File: config.mk
export PLATFORM = sky130hd
export DESIGN_NAME = tracker_top
export DESIGN_NICKNAME = d
export VERILOG_FILES = /design/src/logic/tracker_pkg.sv /design/src/logic/video_timing.sv /design/src/logic/channel_mask.sv /design/src/logic/centroid.sv /design/src/logic/overlay_mux.sv /design/src/logic/tracker_top.sv
export SDC_FILE = /design/constraint.sdc
export NUM_CORES = 1
export LEC_CHECK = 0
export BUFFER_PORTS_ARGS = -buffer_cell sky130_fd_sc_hd__buf_2
export CORE_ASPECT_RATIO = 2
export CORE_UTILIZATION = 55
export CTS_BUF_LIST = sky130_fd_sc_hd__clkbuf_8 sky130_fd_sc_hd__clkbuf_16
export DETAILED_ROUTE_END_ITERATION = 10
export PLACE_DENSITY = 0.77
export SKIP_LAST_GASP = 1
export SLEW_MARGIN = 30
export SYNTH_ARGS = -nofsm -noshare
export SYNTH_HDL_FRONTEND = slang
export SYNTH_SLANG_ARGS = --single-unit
File: constraint.sdc
create_clock -name clk_pixel -period 3.08 [get_ports clk_pixel]
set_input_delay 0.616 -clock clk_pixel [delete_from_list [all_inputs] [get_ports clk_pixel]]
set_output_delay 0.616 -clock clk_pixel [all_outputs]
set_load 0.01 [all_outputs]
File: src/logic/tracker_pkg.sv
package tracker_pkg;

    // pixel and raster widths
    localparam int COLOR_W = 8;               // one colour channel
    localparam int PIXEL_W = 3 * COLOR_W;     // r/y on top, then g/cr, then b/cb
    localparam int X_W     = 11;              // horizontal count
    localparam int Y_W     = 10;              // vertical count

    // coordinate sums, mask count and divider iterations all share this
    localparam int SUM_W   = 32;

    // channel select codes, 3'b011 and 3'b111 give zero
    localparam logic [2:0] SEL_GREEN = 3'b000;
    localparam logic [2:0] SEL_RED   = 3'b001;
    localparam logic [2:0] SEL_BLUE  = 3'b010;
    localparam logic [2:0] SEL_Y     = 3'b100;
    localparam logic [2:0] SEL_CR    = 3'b101;
    localparam logic [2:0] SEL_CB    = 3'b110;

    // background choice for the output pixel
    localparam logic [1:0] BG_CAMERA    = 2'b00;  // camera image as is
    localparam logic [1:0] BG_CHANNEL   = 2'b01;  // selected channel in grey
    localparam logic [1:0] BG_MASK      = 2'b10;  // white where masked
    localparam logic [1:0] BG_MASK_OVER = 2'b11;  // grey channel, magenta mask

    localparam logic [PIXEL_W-1:0] MAGENTA = 24'hFF00FF;  // full red and blue

endpackage

File: src/logic/video_timing.sv
`timescale 1ns/1ps

module video_timing #(
    parameter int H_ACTIVE = 1280,
    parameter int H_FP     = 110,
    parameter int H_SYNC   = 40,
    parameter int H_BP     = 220,
    parameter int V_ACTIVE = 720,
    parameter int V_FP     = 5,
    parameter int V_SYNC   = 5,
    parameter int V_BP     = 20
) (
    input  logic                      clk_pixel,
    input  logic                      recent_reset,
    output logic [tracker_pkg::X_W-1:0] hcount,
    output logic [tracker_pkg::Y_W-1:0] vcount,
    output logic                      hsync,
    output logic                      vsync,
    output logic                      active_draw,
    output logic                      new_frame
);
    import tracker_pkg::*;

    localparam int H_TOTAL = H_ACTIVE + H_FP + H_SYNC + H_BP;  // cycles per line
    localparam int V_TOTAL = V_ACTIVE + V_FP + V_SYNC + V_BP;  // lines per frame

    logic [X_W-1:0] h_next;
    logic [Y_W-1:0] v_next;
    logic           line_end;

    // next raster position, decodes below are taken from it so the
    // registered flags line up with the registered counts
    assign line_end = (hcount == X_W'(H_TOTAL - 1));

    always_comb begin
        h_next = line_end ? '0 : hcount + 1'b1;
        v_next = vcount;
        if (line_end) begin
            v_next = (vcount == Y_W'(V_TOTAL - 1)) ? '0 : vcount + 1'b1;  // wrap at frame end
        end
    end

    always_ff @(posedge clk_pixel) begin
        if (recent_reset) begin
            hcount      <= '0;
            vcount      <= '0;
            hsync       <= 1'b0;
            vsync       <= 1'b0;
            active_draw <= 1'b0;
            new_frame   <= 1'b0;
        end else begin
            hcount      <= h_next;
            vcount      <= v_next;
            hsync       <= (h_next >= H_ACTIVE + H_FP) && (h_next < H_ACTIVE + H_FP + H_SYNC);
            vsync       <= (v_next >= V_ACTIVE + V_FP) && (v_next < V_ACTIVE + V_FP + V_SYNC);
            active_draw <= (h_next < H_ACTIVE) && (v_next < V_ACTIVE);
            new_frame   <= (h_next == '0) && (v_next == Y_W'(V_ACTIVE));  // first blank line
        end
    end

endmodule

File: src/logic/channel_mask.sv
`timescale 1ns/1ps

module channel_mask (
    input  logic                          clk_pixel,
    input  logic                          recent_reset,
    input  logic [tracker_pkg::X_W-1:0]     hcount,
    input  logic [tracker_pkg::Y_W-1:0]     vcount,
    input  logic                          hsync,
    input  logic                          vsync,
    input  logic                          active_draw,
    input  logic                          new_frame,
    input  logic [tracker_pkg::PIXEL_W-1:0] pixel_rgb,
    input  logic [tracker_pkg::PIXEL_W-1:0] pixel_ycc,
    input  logic [2:0]                    channel_sel,
    input  logic [3:0]                    lower_nib,
    input  logic [3:0]                    upper_nib,
    output logic [tracker_pkg::X_W-1:0]     s2_hcount,
    output logic [tracker_pkg::Y_W-1:0]     s2_vcount,
    output logic                          s2_hsync,
    output logic                          s2_vsync,
    output logic                          s2_active_draw,
    output logic                          s2_new_frame,
    output logic [tracker_pkg::PIXEL_W-1:0] s2_rgb,
    output logic [tracker_pkg::COLOR_W-1:0] s2_channel,
    output logic                          s2_mask
);
    import tracker_pkg::*;

    logic [COLOR_W-1:0] chan_sel;                       // decoded channel, combinational
    logic [X_W-1:0]     s1_hcount;
    logic [Y_W-1:0]     s1_vcount;
    logic               s1_hsync, s1_vsync, s1_active_draw, s1_new_frame;
    logic [PIXEL_W-1:0] s1_rgb;
    logic [COLOR_W-1:0] s1_channel;
    logic [COLOR_W-1:0] s1_lower, s1_upper;            // bounds, nibble then four zeros

    always_comb begin
        case (channel_sel)
            SEL_GREEN: chan_sel = pixel_rgb[15:8];
            SEL_RED:   chan_sel = pixel_rgb[23:16];
            SEL_BLUE:  chan_sel = pixel_rgb[7:0];
            SEL_Y:     chan_sel = pixel_ycc[23:16];
            SEL_CR:    chan_sel = pixel_ycc[15:8];
            SEL_CB:    chan_sel = pixel_ycc[7:0];
            default:   chan_sel = '0;                  // invalid codes read as black
        endcase
    end

    // stage 1: channel byte, bounds and raster context
    always_ff @(posedge clk_pixel) begin
        s1_rgb     <= pixel_rgb;
        s1_channel <= chan_sel;
        s1_lower   <= {lower_nib, 4'b0000};
        s1_upper   <= {upper_nib, 4'b0000};
        if (recent_reset) begin
            {s1_hcount, s1_vcount} <= '0;
            {s1_hsync, s1_vsync, s1_active_draw, s1_new_frame} <= '0;
        end else begin
            {s1_hcount, s1_vcount} <= {hcount, vcount};
            {s1_hsync, s1_vsync, s1_active_draw, s1_new_frame} <=
                {hsync, vsync, active_draw, new_frame};
        end
    end

    // stage 2: inclusive threshold, context rides along
    always_ff @(posedge clk_pixel) begin
        s2_rgb     <= s1_rgb;
        s2_channel <= s1_channel;
        if (recent_reset) begin
            {s2_hcount, s2_vcount} <= '0;
            {s2_hsync, s2_vsync, s2_active_draw, s2_new_frame} <= '0;
            s2_mask <= 1'b0;
        end else begin
            {s2_hcount, s2_vcount} <= {s1_hcount, s1_vcount};
            {s2_hsync, s2_vsync, s2_active_draw, s2_new_frame} <=
                {s1_hsync, s1_vsync, s1_active_draw, s1_new_frame};
            s2_mask <= (s1_channel >= s1_lower) && (s1_channel <= s1_upper);
        end
    end

endmodule

File: src/logic/centroid.sv
`timescale 1ns/1ps

module centroid #(
    parameter int H_ACTIVE = 1280,
    parameter int V_ACTIVE = 720
) (
    input  logic                      clk_pixel,
    input  logic                      recent_reset,
    input  logic [tracker_pkg::X_W-1:0] x_in,
    input  logic [tracker_pkg::Y_W-1:0] y_in,
    input  logic                      active_draw,
    input  logic                      mask,
    input  logic                      tally,         // end of frame, stage-2 new_frame
    output logic [tracker_pkg::X_W-1:0] x_com,
    output logic [tracker_pkg::Y_W-1:0] y_com,
    output logic                      com_valid
);
    import tracker_pkg::*;

    localparam int ITER_W = $clog2(SUM_W);

    logic [SUM_W-1:0]   x_acc, y_acc, n_acc;  // running sums over the frame
    logic [SUM_W-1:0]   x_quo, y_quo;         // dividend shifting out, quotient shifting in
    logic [SUM_W-1:0]   x_rem, y_rem;         // partial remainders
    logic [SUM_W-1:0]   den;                  // mask pixel count of the latched frame
    logic [2*SUM_W-1:0] x_step, y_step;       // {rem, quo} after one iteration
    logic [ITER_W-1:0]  iter;
    logic               busy;
    logic               take;
    logic               start;

    // one restoring step, bring in the next dividend bit and try to subtract
    function automatic logic [2*SUM_W-1:0] div_step(
        input logic [SUM_W-1:0] rem,
        input logic [SUM_W-1:0] quo,
        input logic [SUM_W-1:0] dv
    );
        logic [SUM_W:0] trial;
        logic [SUM_W:0] diff;
        trial = {rem, quo[SUM_W-1]};
        diff  = trial - {1'b0, dv};
        if (trial >= {1'b0, dv}) begin
            return {diff[SUM_W-1:0], quo[SUM_W-2:0], 1'b1};
        end
        return {trial[SUM_W-1:0], quo[SUM_W-2:0], 1'b0};  // restore
    endfunction

    assign take  = active_draw && mask && (x_in < H_ACTIVE) && (y_in < V_ACTIVE);
    assign start = tally && !busy;            // tally during a division is dropped

    always_comb begin
        x_step = div_step(x_rem, x_quo, den);
        y_step = div_step(y_rem, y_quo, den);  // same divisor, both run side by side
    end

    // control: accumulators, divider sequencing, held result
    always_ff @(posedge clk_pixel) begin
        if (recent_reset) begin
            x_acc     <= '0;
            y_acc     <= '0;
            n_acc     <= '0;
            busy      <= 1'b0;
            iter      <= '0;
            com_valid <= 1'b0;
            x_com     <= '0;
            y_com     <= '0;
        end else begin
            com_valid <= 1'b0;
            if (start) begin
                x_acc <= '0;
                y_acc <= '0;
                n_acc <= '0;
                busy  <= (n_acc != '0);       // empty frame keeps the old centre
                iter  <= '0;
            end else if (take) begin
                x_acc <= x_acc + SUM_W'(x_in);
                y_acc <= y_acc + SUM_W'(y_in);
                n_acc <= n_acc + 1'b1;
            end
            if (busy) begin
                iter <= iter + 1'b1;
                if (iter == ITER_W'(SUM_W - 1)) begin  // last of SUM_W steps
                    busy      <= 1'b0;
                    x_com     <= x_step[X_W-1:0];
                    y_com     <= y_step[Y_W-1:0];
                    com_valid <= 1'b1;
                end
            end
        end
    end

    // datapath
    always_ff @(posedge clk_pixel) begin
        if (start) begin
            x_quo <= x_acc;
            y_quo <= y_acc;
            x_rem <= '0;
            y_rem <= '0;
            den   <= n_acc;
        end else if (busy) begin
            {x_rem, x_quo} <= x_step;
            {y_rem, y_quo} <= y_step;
        end
    end

endmodule

File: src/logic/overlay_mux.sv
`timescale 1ns/1ps

module overlay_mux (
    input  logic                          clk_pixel,
    input  logic                          recent_reset,
    input  logic [tracker_pkg::X_W-1:0]     s2_hcount,
    input  logic [tracker_pkg::Y_W-1:0]     s2_vcount,
    input  logic                          s2_hsync,
    input  logic                          s2_vsync,
    input  logic                          s2_active_draw,
    input  logic [tracker_pkg::PIXEL_W-1:0] s2_rgb,
    input  logic [tracker_pkg::COLOR_W-1:0] s2_channel,
    input  logic                          s2_mask,
    input  logic [tracker_pkg::X_W-1:0]     x_com,
    input  logic [tracker_pkg::Y_W-1:0]     y_com,
    input  logic [1:0]                    bg_sel,
    input  logic                          crosshair_en,
    output logic [tracker_pkg::X_W-1:0]     hcount_out,
    output logic [tracker_pkg::Y_W-1:0]     vcount_out,
    output logic                          hsync_out,
    output logic                          vsync_out,
    output logic                          active_draw_out,
    output logic [tracker_pkg::PIXEL_W-1:0] pixel_out
);
    import tracker_pkg::*;

    logic [PIXEL_W-1:0] grey;      // channel byte copied to r, g and b
    logic [PIXEL_W-1:0] bg_pix;
    logic [PIXEL_W-1:0] mix_pix;
    logic               on_cross;

    assign grey     = {3{s2_channel}};
    assign on_cross = crosshair_en && ((s2_hcount == x_com) || (s2_vcount == y_com));

    always_comb begin
        case (bg_sel)
            BG_CAMERA:  bg_pix = s2_rgb;
            BG_CHANNEL: bg_pix = grey;
            BG_MASK:    bg_pix = s2_mask ? {PIXEL_W{1'b1}} : '0;
            default:    bg_pix = s2_mask ? MAGENTA : grey;      // BG_MASK_OVER
        endcase
        mix_pix = on_cross ? {PIXEL_W{1'b1}} : bg_pix;       // white crosshair on top
        if (!s2_active_draw) begin
            mix_pix = '0;                                      // blank outside the picture
        end
    end

    // output register, t+3 relative to the raster counter
    always_ff @(posedge clk_pixel) begin
        if (recent_reset) begin
            {hcount_out, vcount_out} <= '0;
            {hsync_out, vsync_out, active_draw_out} <= '0;
            pixel_out <= '0;
        end else begin
            {hcount_out, vcount_out} <= {s2_hcount, s2_vcount};
            {hsync_out, vsync_out, active_draw_out} <= {s2_hsync, s2_vsync, s2_active_draw};
            pixel_out <= mix_pix;
        end
    end

endmodule

File: src/logic/tracker_top.sv
`timescale 1ns/1ps

module tracker_top #(
    parameter int H_ACTIVE = 1280,
    parameter int H_FP     = 110,
    parameter int H_SYNC   = 40,
    parameter int H_BP     = 220,
    parameter int V_ACTIVE = 720,
    parameter int V_FP     = 5,
    parameter int V_SYNC   = 5,
    parameter int V_BP     = 20
) (
    input  logic                          clk_pixel,
    input  logic                          recent_reset,
    input  logic [tracker_pkg::PIXEL_W-1:0] pixel_rgb,     // frame-buffer pixel for raster t
    input  logic [tracker_pkg::PIXEL_W-1:0] pixel_ycc,
    input  logic [2:0]                    channel_sel,
    input  logic [3:0]                    lower_nib,
    input  logic [3:0]                    upper_nib,
    input  logic [1:0]                    bg_sel,
    input  logic                          crosshair_en,
    output logic [tracker_pkg::X_W-1:0]     hcount,        // all of these at t+3
    output logic [tracker_pkg::Y_W-1:0]     vcount,
    output logic                          hsync,
    output logic                          vsync,
    output logic                          active_draw,
    output logic [tracker_pkg::PIXEL_W-1:0] pixel_out,
    output logic [tracker_pkg::X_W-1:0]     x_com,
    output logic [tracker_pkg::Y_W-1:0]     y_com,
    output logic                          com_valid
);
    import tracker_pkg::*;

    // raster at t
    logic [X_W-1:0]     vt_hcount;
    logic [Y_W-1:0]     vt_vcount;
    logic               vt_hsync, vt_vsync, vt_active_draw, vt_new_frame;

    // stage 2 at t+2
    logic [X_W-1:0]     s2_hcount;
    logic [Y_W-1:0]     s2_vcount;
    logic               s2_hsync, s2_vsync, s2_active_draw, s2_new_frame;
    logic [PIXEL_W-1:0] s2_rgb;
    logic [COLOR_W-1:0] s2_channel;
    logic               s2_mask;

    video_timing #(
        .H_ACTIVE(H_ACTIVE), .H_FP(H_FP), .H_SYNC(H_SYNC), .H_BP(H_BP),
        .V_ACTIVE(V_ACTIVE), .V_FP(V_FP), .V_SYNC(V_SYNC), .V_BP(V_BP)
    ) video_timing_i (
        .clk_pixel(clk_pixel), .recent_reset(recent_reset),
        .hcount(vt_hcount), .vcount(vt_vcount), .hsync(vt_hsync), .vsync(vt_vsync),
        .active_draw(vt_active_draw), .new_frame(vt_new_frame)
    );

    channel_mask channel_mask_i (
        .clk_pixel(clk_pixel), .recent_reset(recent_reset),
        .hcount(vt_hcount), .vcount(vt_vcount), .hsync(vt_hsync), .vsync(vt_vsync),
        .active_draw(vt_active_draw), .new_frame(vt_new_frame),
        .pixel_rgb(pixel_rgb), .pixel_ycc(pixel_ycc), .channel_sel(channel_sel),
        .lower_nib(lower_nib), .upper_nib(upper_nib),
        .s2_hcount(s2_hcount), .s2_vcount(s2_vcount), .s2_hsync(s2_hsync),
        .s2_vsync(s2_vsync), .s2_active_draw(s2_active_draw), .s2_new_frame(s2_new_frame),
        .s2_rgb(s2_rgb), .s2_channel(s2_channel), .s2_mask(s2_mask)
    );

    centroid #(
        .H_ACTIVE(H_ACTIVE), .V_ACTIVE(V_ACTIVE)
    ) centroid_i (
        .clk_pixel(clk_pixel), .recent_reset(recent_reset),
        .x_in(s2_hcount), .y_in(s2_vcount), .active_draw(s2_active_draw),
        .mask(s2_mask), .tally(s2_new_frame),
        .x_com(x_com), .y_com(y_com), .com_valid(com_valid)
    );

    overlay_mux overlay_mux_i (
        .clk_pixel(clk_pixel), .recent_reset(recent_reset),
        .s2_hcount(s2_hcount), .s2_vcount(s2_vcount), .s2_hsync(s2_hsync),
        .s2_vsync(s2_vsync), .s2_active_draw(s2_active_draw),
        .s2_rgb(s2_rgb), .s2_channel(s2_channel), .s2_mask(s2_mask),
        .x_com(x_com), .y_com(y_com), .bg_sel(bg_sel), .crosshair_en(crosshair_en),
        .hcount_out(hcount), .vcount_out(vcount), .hsync_out(hsync), .vsync_out(vsync),
        .active_draw_out(active_draw), .pixel_out(pixel_out)
    );

endmodule

After elaboration in Yosys (flattened, before gate mapping)
Index checks and enable logic that the tools add are counted.
- register bits after elaboration: 480
- bits of input ports: 64
- output and inout port bits: 70
- add/sub/neg operators: 8
- $lt $le $gt $ge: 12
- eq/ne operators: 13
- muxes and demuxes: 24
- bitwise operators: 2
- reduce and logical (&&, ||, !) cells: 21
- operator list (operator ; number):
    $mux 64 ; 4
    $mux 32 ; 4
    $mux 24 ; 3
    $pmux 24 s3 ; 1
    $ge 33x32->1 ; 2
    $sub 32x32->32 ; 2
    $pmux 8 s6 ; 1
    $lt 11x11->1 const B ; 3
    $add 32x1->32 const B ; 1
    $add 32x10->32 ; 1
    $add 32x11->32 ; 1
    $reduce_bool 32->1 ; 1
    $lt 10x10->1 const B ; 3
    $eq 10x10->1 const B ; 2
    $mux 10 ; 2
    $add 11x1->11 const B ; 1
    $eq 11x11->1 ; 1
    $eq 11x11->1 const B ; 1
    $ge 11x11->1 const B ; 1
    $logic_not 11->1 ; 1
    $mux 11 ; 1
    $add 10x1->10 const B ; 1
    $eq 10x10->1 ; 1
    $ge 10x10->1 const B ; 1
    other kinds (20) ; 40

Depth between registers and ports, before layout
- depth in word-level cells: 5
- gate-level depth with buffers: 14

Hierarchy
From an unflattened synthesis, not the netlist that was laid out.
- cell total of the unflattened synthesis: 2429
- area total of the unflattened synthesis: 22410.2 um^2
- modules (own cells, without submodules) (module ; instances ; cells an instance ; area an instance (um^2) ; seq. area each (um^2)):
    centroid ; 1 ; 1787 ; 15617.5 ; 6646.4
    channel_mask ; 1 ; 270 ; 3424.5 ; 2462.4
    overlay_mux ; 1 ; 182 ; 1798.0 ; 960.9
    video_timing ; 1 ; 190 ; 1570.3 ; 500.5

Worst setup path after synthesis
Ideal clock, no wire load.
- kind: reg-to-reg
- start point: register centroid_i.y_acc[0]
- end point: register centroid_i.y_acc[12]
- library setup time: 0.128 ns
- arrival time: 2.640 ns
- required time: 2.952 ns
- slack: 0.312 ns
- cell stages (with the launch flop): 12
- buffers on the path: 0
- cells stage by stage: dfxtp_1 -> ha_1 -> fa_1 -> a21o_1 -> a21oi_1 -> o21bai_1 -> a2111o_1 -> and3_1 -> or2_2 -> and3_1 -> xnor2_1 -> nor2_1
- longest elaborated chain between the ends: 1
- ends and longest elaborated chain (what ; line ; RTL):
    from (decl) ; centroid.sv:22 ; logic [SUM_W-1:0] x_acc, y_acc, n_acc;
    from (signal assigned) ; centroid.sv:77 ; y_acc <= y_acc + SUM_W'(y_in);
    $add 32x10->32 ; centroid.sv:77 ;
Every way passes these cells.
A chain may end at the register's enable or synchronous reset.

Final worst setup path
- start point: register centroid_i.den[0]
- end point: register centroid_i.x_rem[28]
- longest elaborated chain between the ends: 3
- ends and longest elaborated chain (what ; line ; RTL):
    from (decl) ; centroid.sv:25 ; logic [SUM_W-1:0] den;
    from (signal assigned) ; centroid.sv:99 ; den <= n_acc;
    $sub 32x32->32 / $ge 33x32->1 (equally long branches) ; centroid.sv:41, centroid.sv:42 ;
    $mux 64 / $mux 1 (equally long branches) ; centroid.sv:42 ; if (trial >= {1'b0, dv}) begin
    $mux 64 * ; centroid.sv:45 ; return {trial[SUM_W-1:0], quo[SUM_W-2:0], 1'b0};
    to (signal assigned) ; centroid.sv:101 ; {x_rem, x_quo} <= x_step;
    to (decl) ; centroid.sv:24 ; logic [SUM_W-1:0] x_rem, y_rem;
Mark *: on every way between the ends. The rest lies on a longest branch, timed or not. The select of a mux whose other input is x is not followed.

==> impl_results.md <==
* Unrepaired setup endpoints after global routing: yes
* Num CTS Buffers at 42
* Area growth from synthesis to layout at 15.7%
* Worst setup path category: reg -> reg
* Post-route minimum period at 3.04 ns
* Run status: completed
* Count of flip-flops with a built-in enable after synthesis at 96
* Nature of the critical path endpoint: flop
* Number of H-tree levels at 2
* Gate Count Post-Synth at 2457
* Overall routing resource usage at 0.295
* Maximum vdd ir drop at 0.000650 V
* Most instantiated library cell after synthesis: nand2_1
* Detailed-route DRC error count at 0
* Clock tree from TritonCTS: built
* Worst Hold Launch: upper_nib[0]
* Synth Net Count at 2626
* Number of top-level pins at around 130
* Clock root buffer master: clkbuf_16
* Site Rows at 104
* Layout cells sized above 1 at 0.149
* Antenna violations before repair at 0
* Crit path arrival time at 3.49 ns
* Worst flop-to-flop path startpoint: centroid_i.den[0]
* Clock Skews at approximately 0.026 ns
* Area leader, netlist: dfxtp_1
* Max-slew violation count at 0
* CTS clk-pin slew, worst paths at ~0.070 ns
* Tightest Hold Check Type: in -> reg
* Initial Util at 0.556
* R2R cell count at 14
* Full die area at 41400 µm²
* Count of buffers inserted at the top-level ports at 133
* Leakage power summed over all cells at 11.1 nW
* Avg Cell Area, Syn at 9.07 µm²
* Start point of the critical path: centroid_i.den[0]
* Max-cap viol count at 0
* Reg-to-reg critical path endpoint: centroid_i.x_rem[28]
* Post-layout net count at 2799
* Global-route wire length before repair at around 95 mm
* Share of the core filled with cells in the final layout at 0.644
* Number of clock sinks seen by CTS at 480
* Largest net degree at the start of global routing at slightly below 90
* Synth top area cells: dfxtp_1 34%, edfxtp_1 13%, nand2_1 6.7%
* HPWL after detailed placement at ~44 mm
* Standard cell core area at roughly 40000 µm²
* First-pass DRT Iterations at 7
* Element type at the critical path start: flop
* Count of endpoints failing setup in the final report at 0
* DR vias/cell at around 5.9
* Post-route standard cell area excluding fillers at 25800 µm²
* Wirelength per Cell at 19.0 µm
* Max Fclk at 329 MHz
* Count of antenna-violating nets left after detailed routing at 0
* Later-pin clock latency in the skew report at 0.57 ns
* Drt total wl at slightly above 60 mm
* R2r setup slk at 0.04 ns
* Via count of the first global-routing pass at between 15000 and 20000
* Power per cell area at roughly 480 nW/µm²
* Antenna diode count at 0
* Number of buffers on the longest clock path at 3
* Main synth FF type: dfxtp_1
* Register area share after synthesis at 0.474
* Die W at 144 µm
* Vias at 18760
* Count of distinct cell types in the synthesized netlist at 85
* Area share of the largest cell type after synthesis at 0.345
* Total congestion overflow after global routing at 0
* Layout filler cell count at 3320
* Worst Max-Slew Pin Slew at 0.933 ns
* Count of warnings emitted by yosys at 0
* RePlAce Congestion at roughly 0.94
* Cell area after synthesis at 22300 µm²
* Data required time of the worst path at roughly 3.5 ns
* Post-synth top cells: 399 x nand2_1, 384 x dfxtp_1, 202 x nor2_1
* Register bit total from synthesis at 480
* Rel. slew slack at 0.378
* Final hold viol count at 0
* End of the critical path: centroid_i.x_rem[28]
* First-iteration detailed-routing DRC count at 1067
* Share of synthesized flip-flops with an asynchronous set or reset at 0
* Vertical die dimension at 287 µm
* Portion of the clock cycle consumed by the worst path in the final layout at 0.986
* Largest fanout on the critical path at 5
* Placed Area at 24100 µm²
==> layout by cell type, fill, tap and decap left out, drive strengths merged, types with 81 or more instances in the layout <==
master	count
o21ai	93
nor2b	83
a21oi	190
edfxtp	96
dfxtp	384
buf	247
ha	101
nand2	399
nor2	202
xor2	81
inv	100
==> metal layers <==
metal,up-vias,share of wire,GRT usage
met4,0,0.087,0.248
met2,622,0.54,0.556
met5,-,0,0
met1,8887,0.32,0.265
li1,8978,-,-
met3,273,0.046,0.0477
==> timing repair <==
action | in CTS | in global routing
setup buffers | 0 | 8
hold buffers | 0 | 0
cloned | 0 | 1
pin swaps | 0 | 10
gates resized for setup | 9 | 38
setup endpoints to repair | 33 | 82
==> how the worst min path moves through the flow <==
stage                                  to  slack (ns)  depth (start not counted)
2_1_floorplan    channel_mask_i.s2_rgb[0]        0.31                          0
3_3_place_gp    channel_mask_i.s2_rgb[22]        0.31                          0
3_5_place_dp    channel_mask_i.s2_rgb[23]        0.31                          0
4_1_cts        channel_mask_i.s1_upper[4]        0.13                          1
5_1_grt        channel_mask_i.s1_lower[7]        0.14                          1
6_report       channel_mask_i.s1_upper[4]        0.15                          1
==> worst max-delay path: stages, from the launching register on <==
cell	delay, ns
edfxtp_1	0.42
ha_2	0.21
fa_2	0.35
nor2b_1	0.11
o21ai_1	0.10
a21boi_2	0.18
o21ai_2	0.11
a211oi_2	0.23
buf_4	0.16
o41ai_4	0.07
buf_4	0.17
o41ai_2	0.40
buf_4	0.18
mux2i_1	0.17
nand2_1	0.06
==> registers in the layout, indices dropped and copies added, names as in the netlist, 11 cells and up <==
signal,flops
centroid_i.den,32
centroid_i.n_acc,32
centroid_i.x_acc,32
centroid_i.x_com,11
centroid_i.x_quo,32
centroid_i.x_rem,32
centroid_i.y_acc,32
centroid_i.y_quo,32
centroid_i.y_rem,32
channel_mask_i.s1_hcount,11
channel_mask_i.s1_rgb,24
channel_mask_i.s2_hcount,11
channel_mask_i.s2_rgb,24
overlay_mux_i.hcount_out,11
overlay_mux_i.pixel_out,24
video_timing_i.hcount,11
==> through the flow <==
step / TNS, ns / std cells / hold WS (ns) / setup slack [ns] / total power, mW
final: 0 / 3194 / 0.155 / 0.0442 / 12.4
after global routing: -0.434 / 3194 / 0.138 / -0.0779 / 12.7
after CTS: 0 / 3185 / 0.133 / 0.0000435 / 12.5
after detailed placement: -1.62 / 3107 / 0.313 / -0.169 / 6.96
after global placement: -1.37 / 3107 / 0.310 / -0.138 / 6.94
after floorplan: 0 / 2457 / 0.310 / 0.312 / 6.82
==> area by class of cell <==
class,instances,area (µm²),share of cell area
Multi-Input combinational cell,1772,11100,0.432
Inverter,86,323,0.0125
Clock buffer,49,1180,0.0458
Timing Repair Buffer,248,1640,0.0636
Sequential cell,480,10600,0.410
Clock inverter,29,282,0.0109
Tap cell,530,663,0.0257
==> cells by family (layout without fill, tap and decap cells) <==
logic type	after synthesis	after routing	synth area share
AO/OA/AOI/OAI	542	542	0.159
XOR/XNOR	156	156	0.0613
adder cells (fa/ha/maj)	105	105	0.0603
buffers and inverters	205	412	0.0370
flip-flops	480	480	0.474
multiplexers	23	23	0.0103
AND/OR/NAND/NOR	946	946	0.198
==> report_power, final <==
group | leakage (nW) | total (mW) | internal (mW) | switching, mW
sequential | 4.03 | 6.50 | 6.46 | 0.0395
clock | 0.741 | 5.56 | 3.07 | 2.49
combinational | 6.34 | 0.322 | 0.125 | 0.197
No activity file was read; power rests on OpenSTA's default activity.
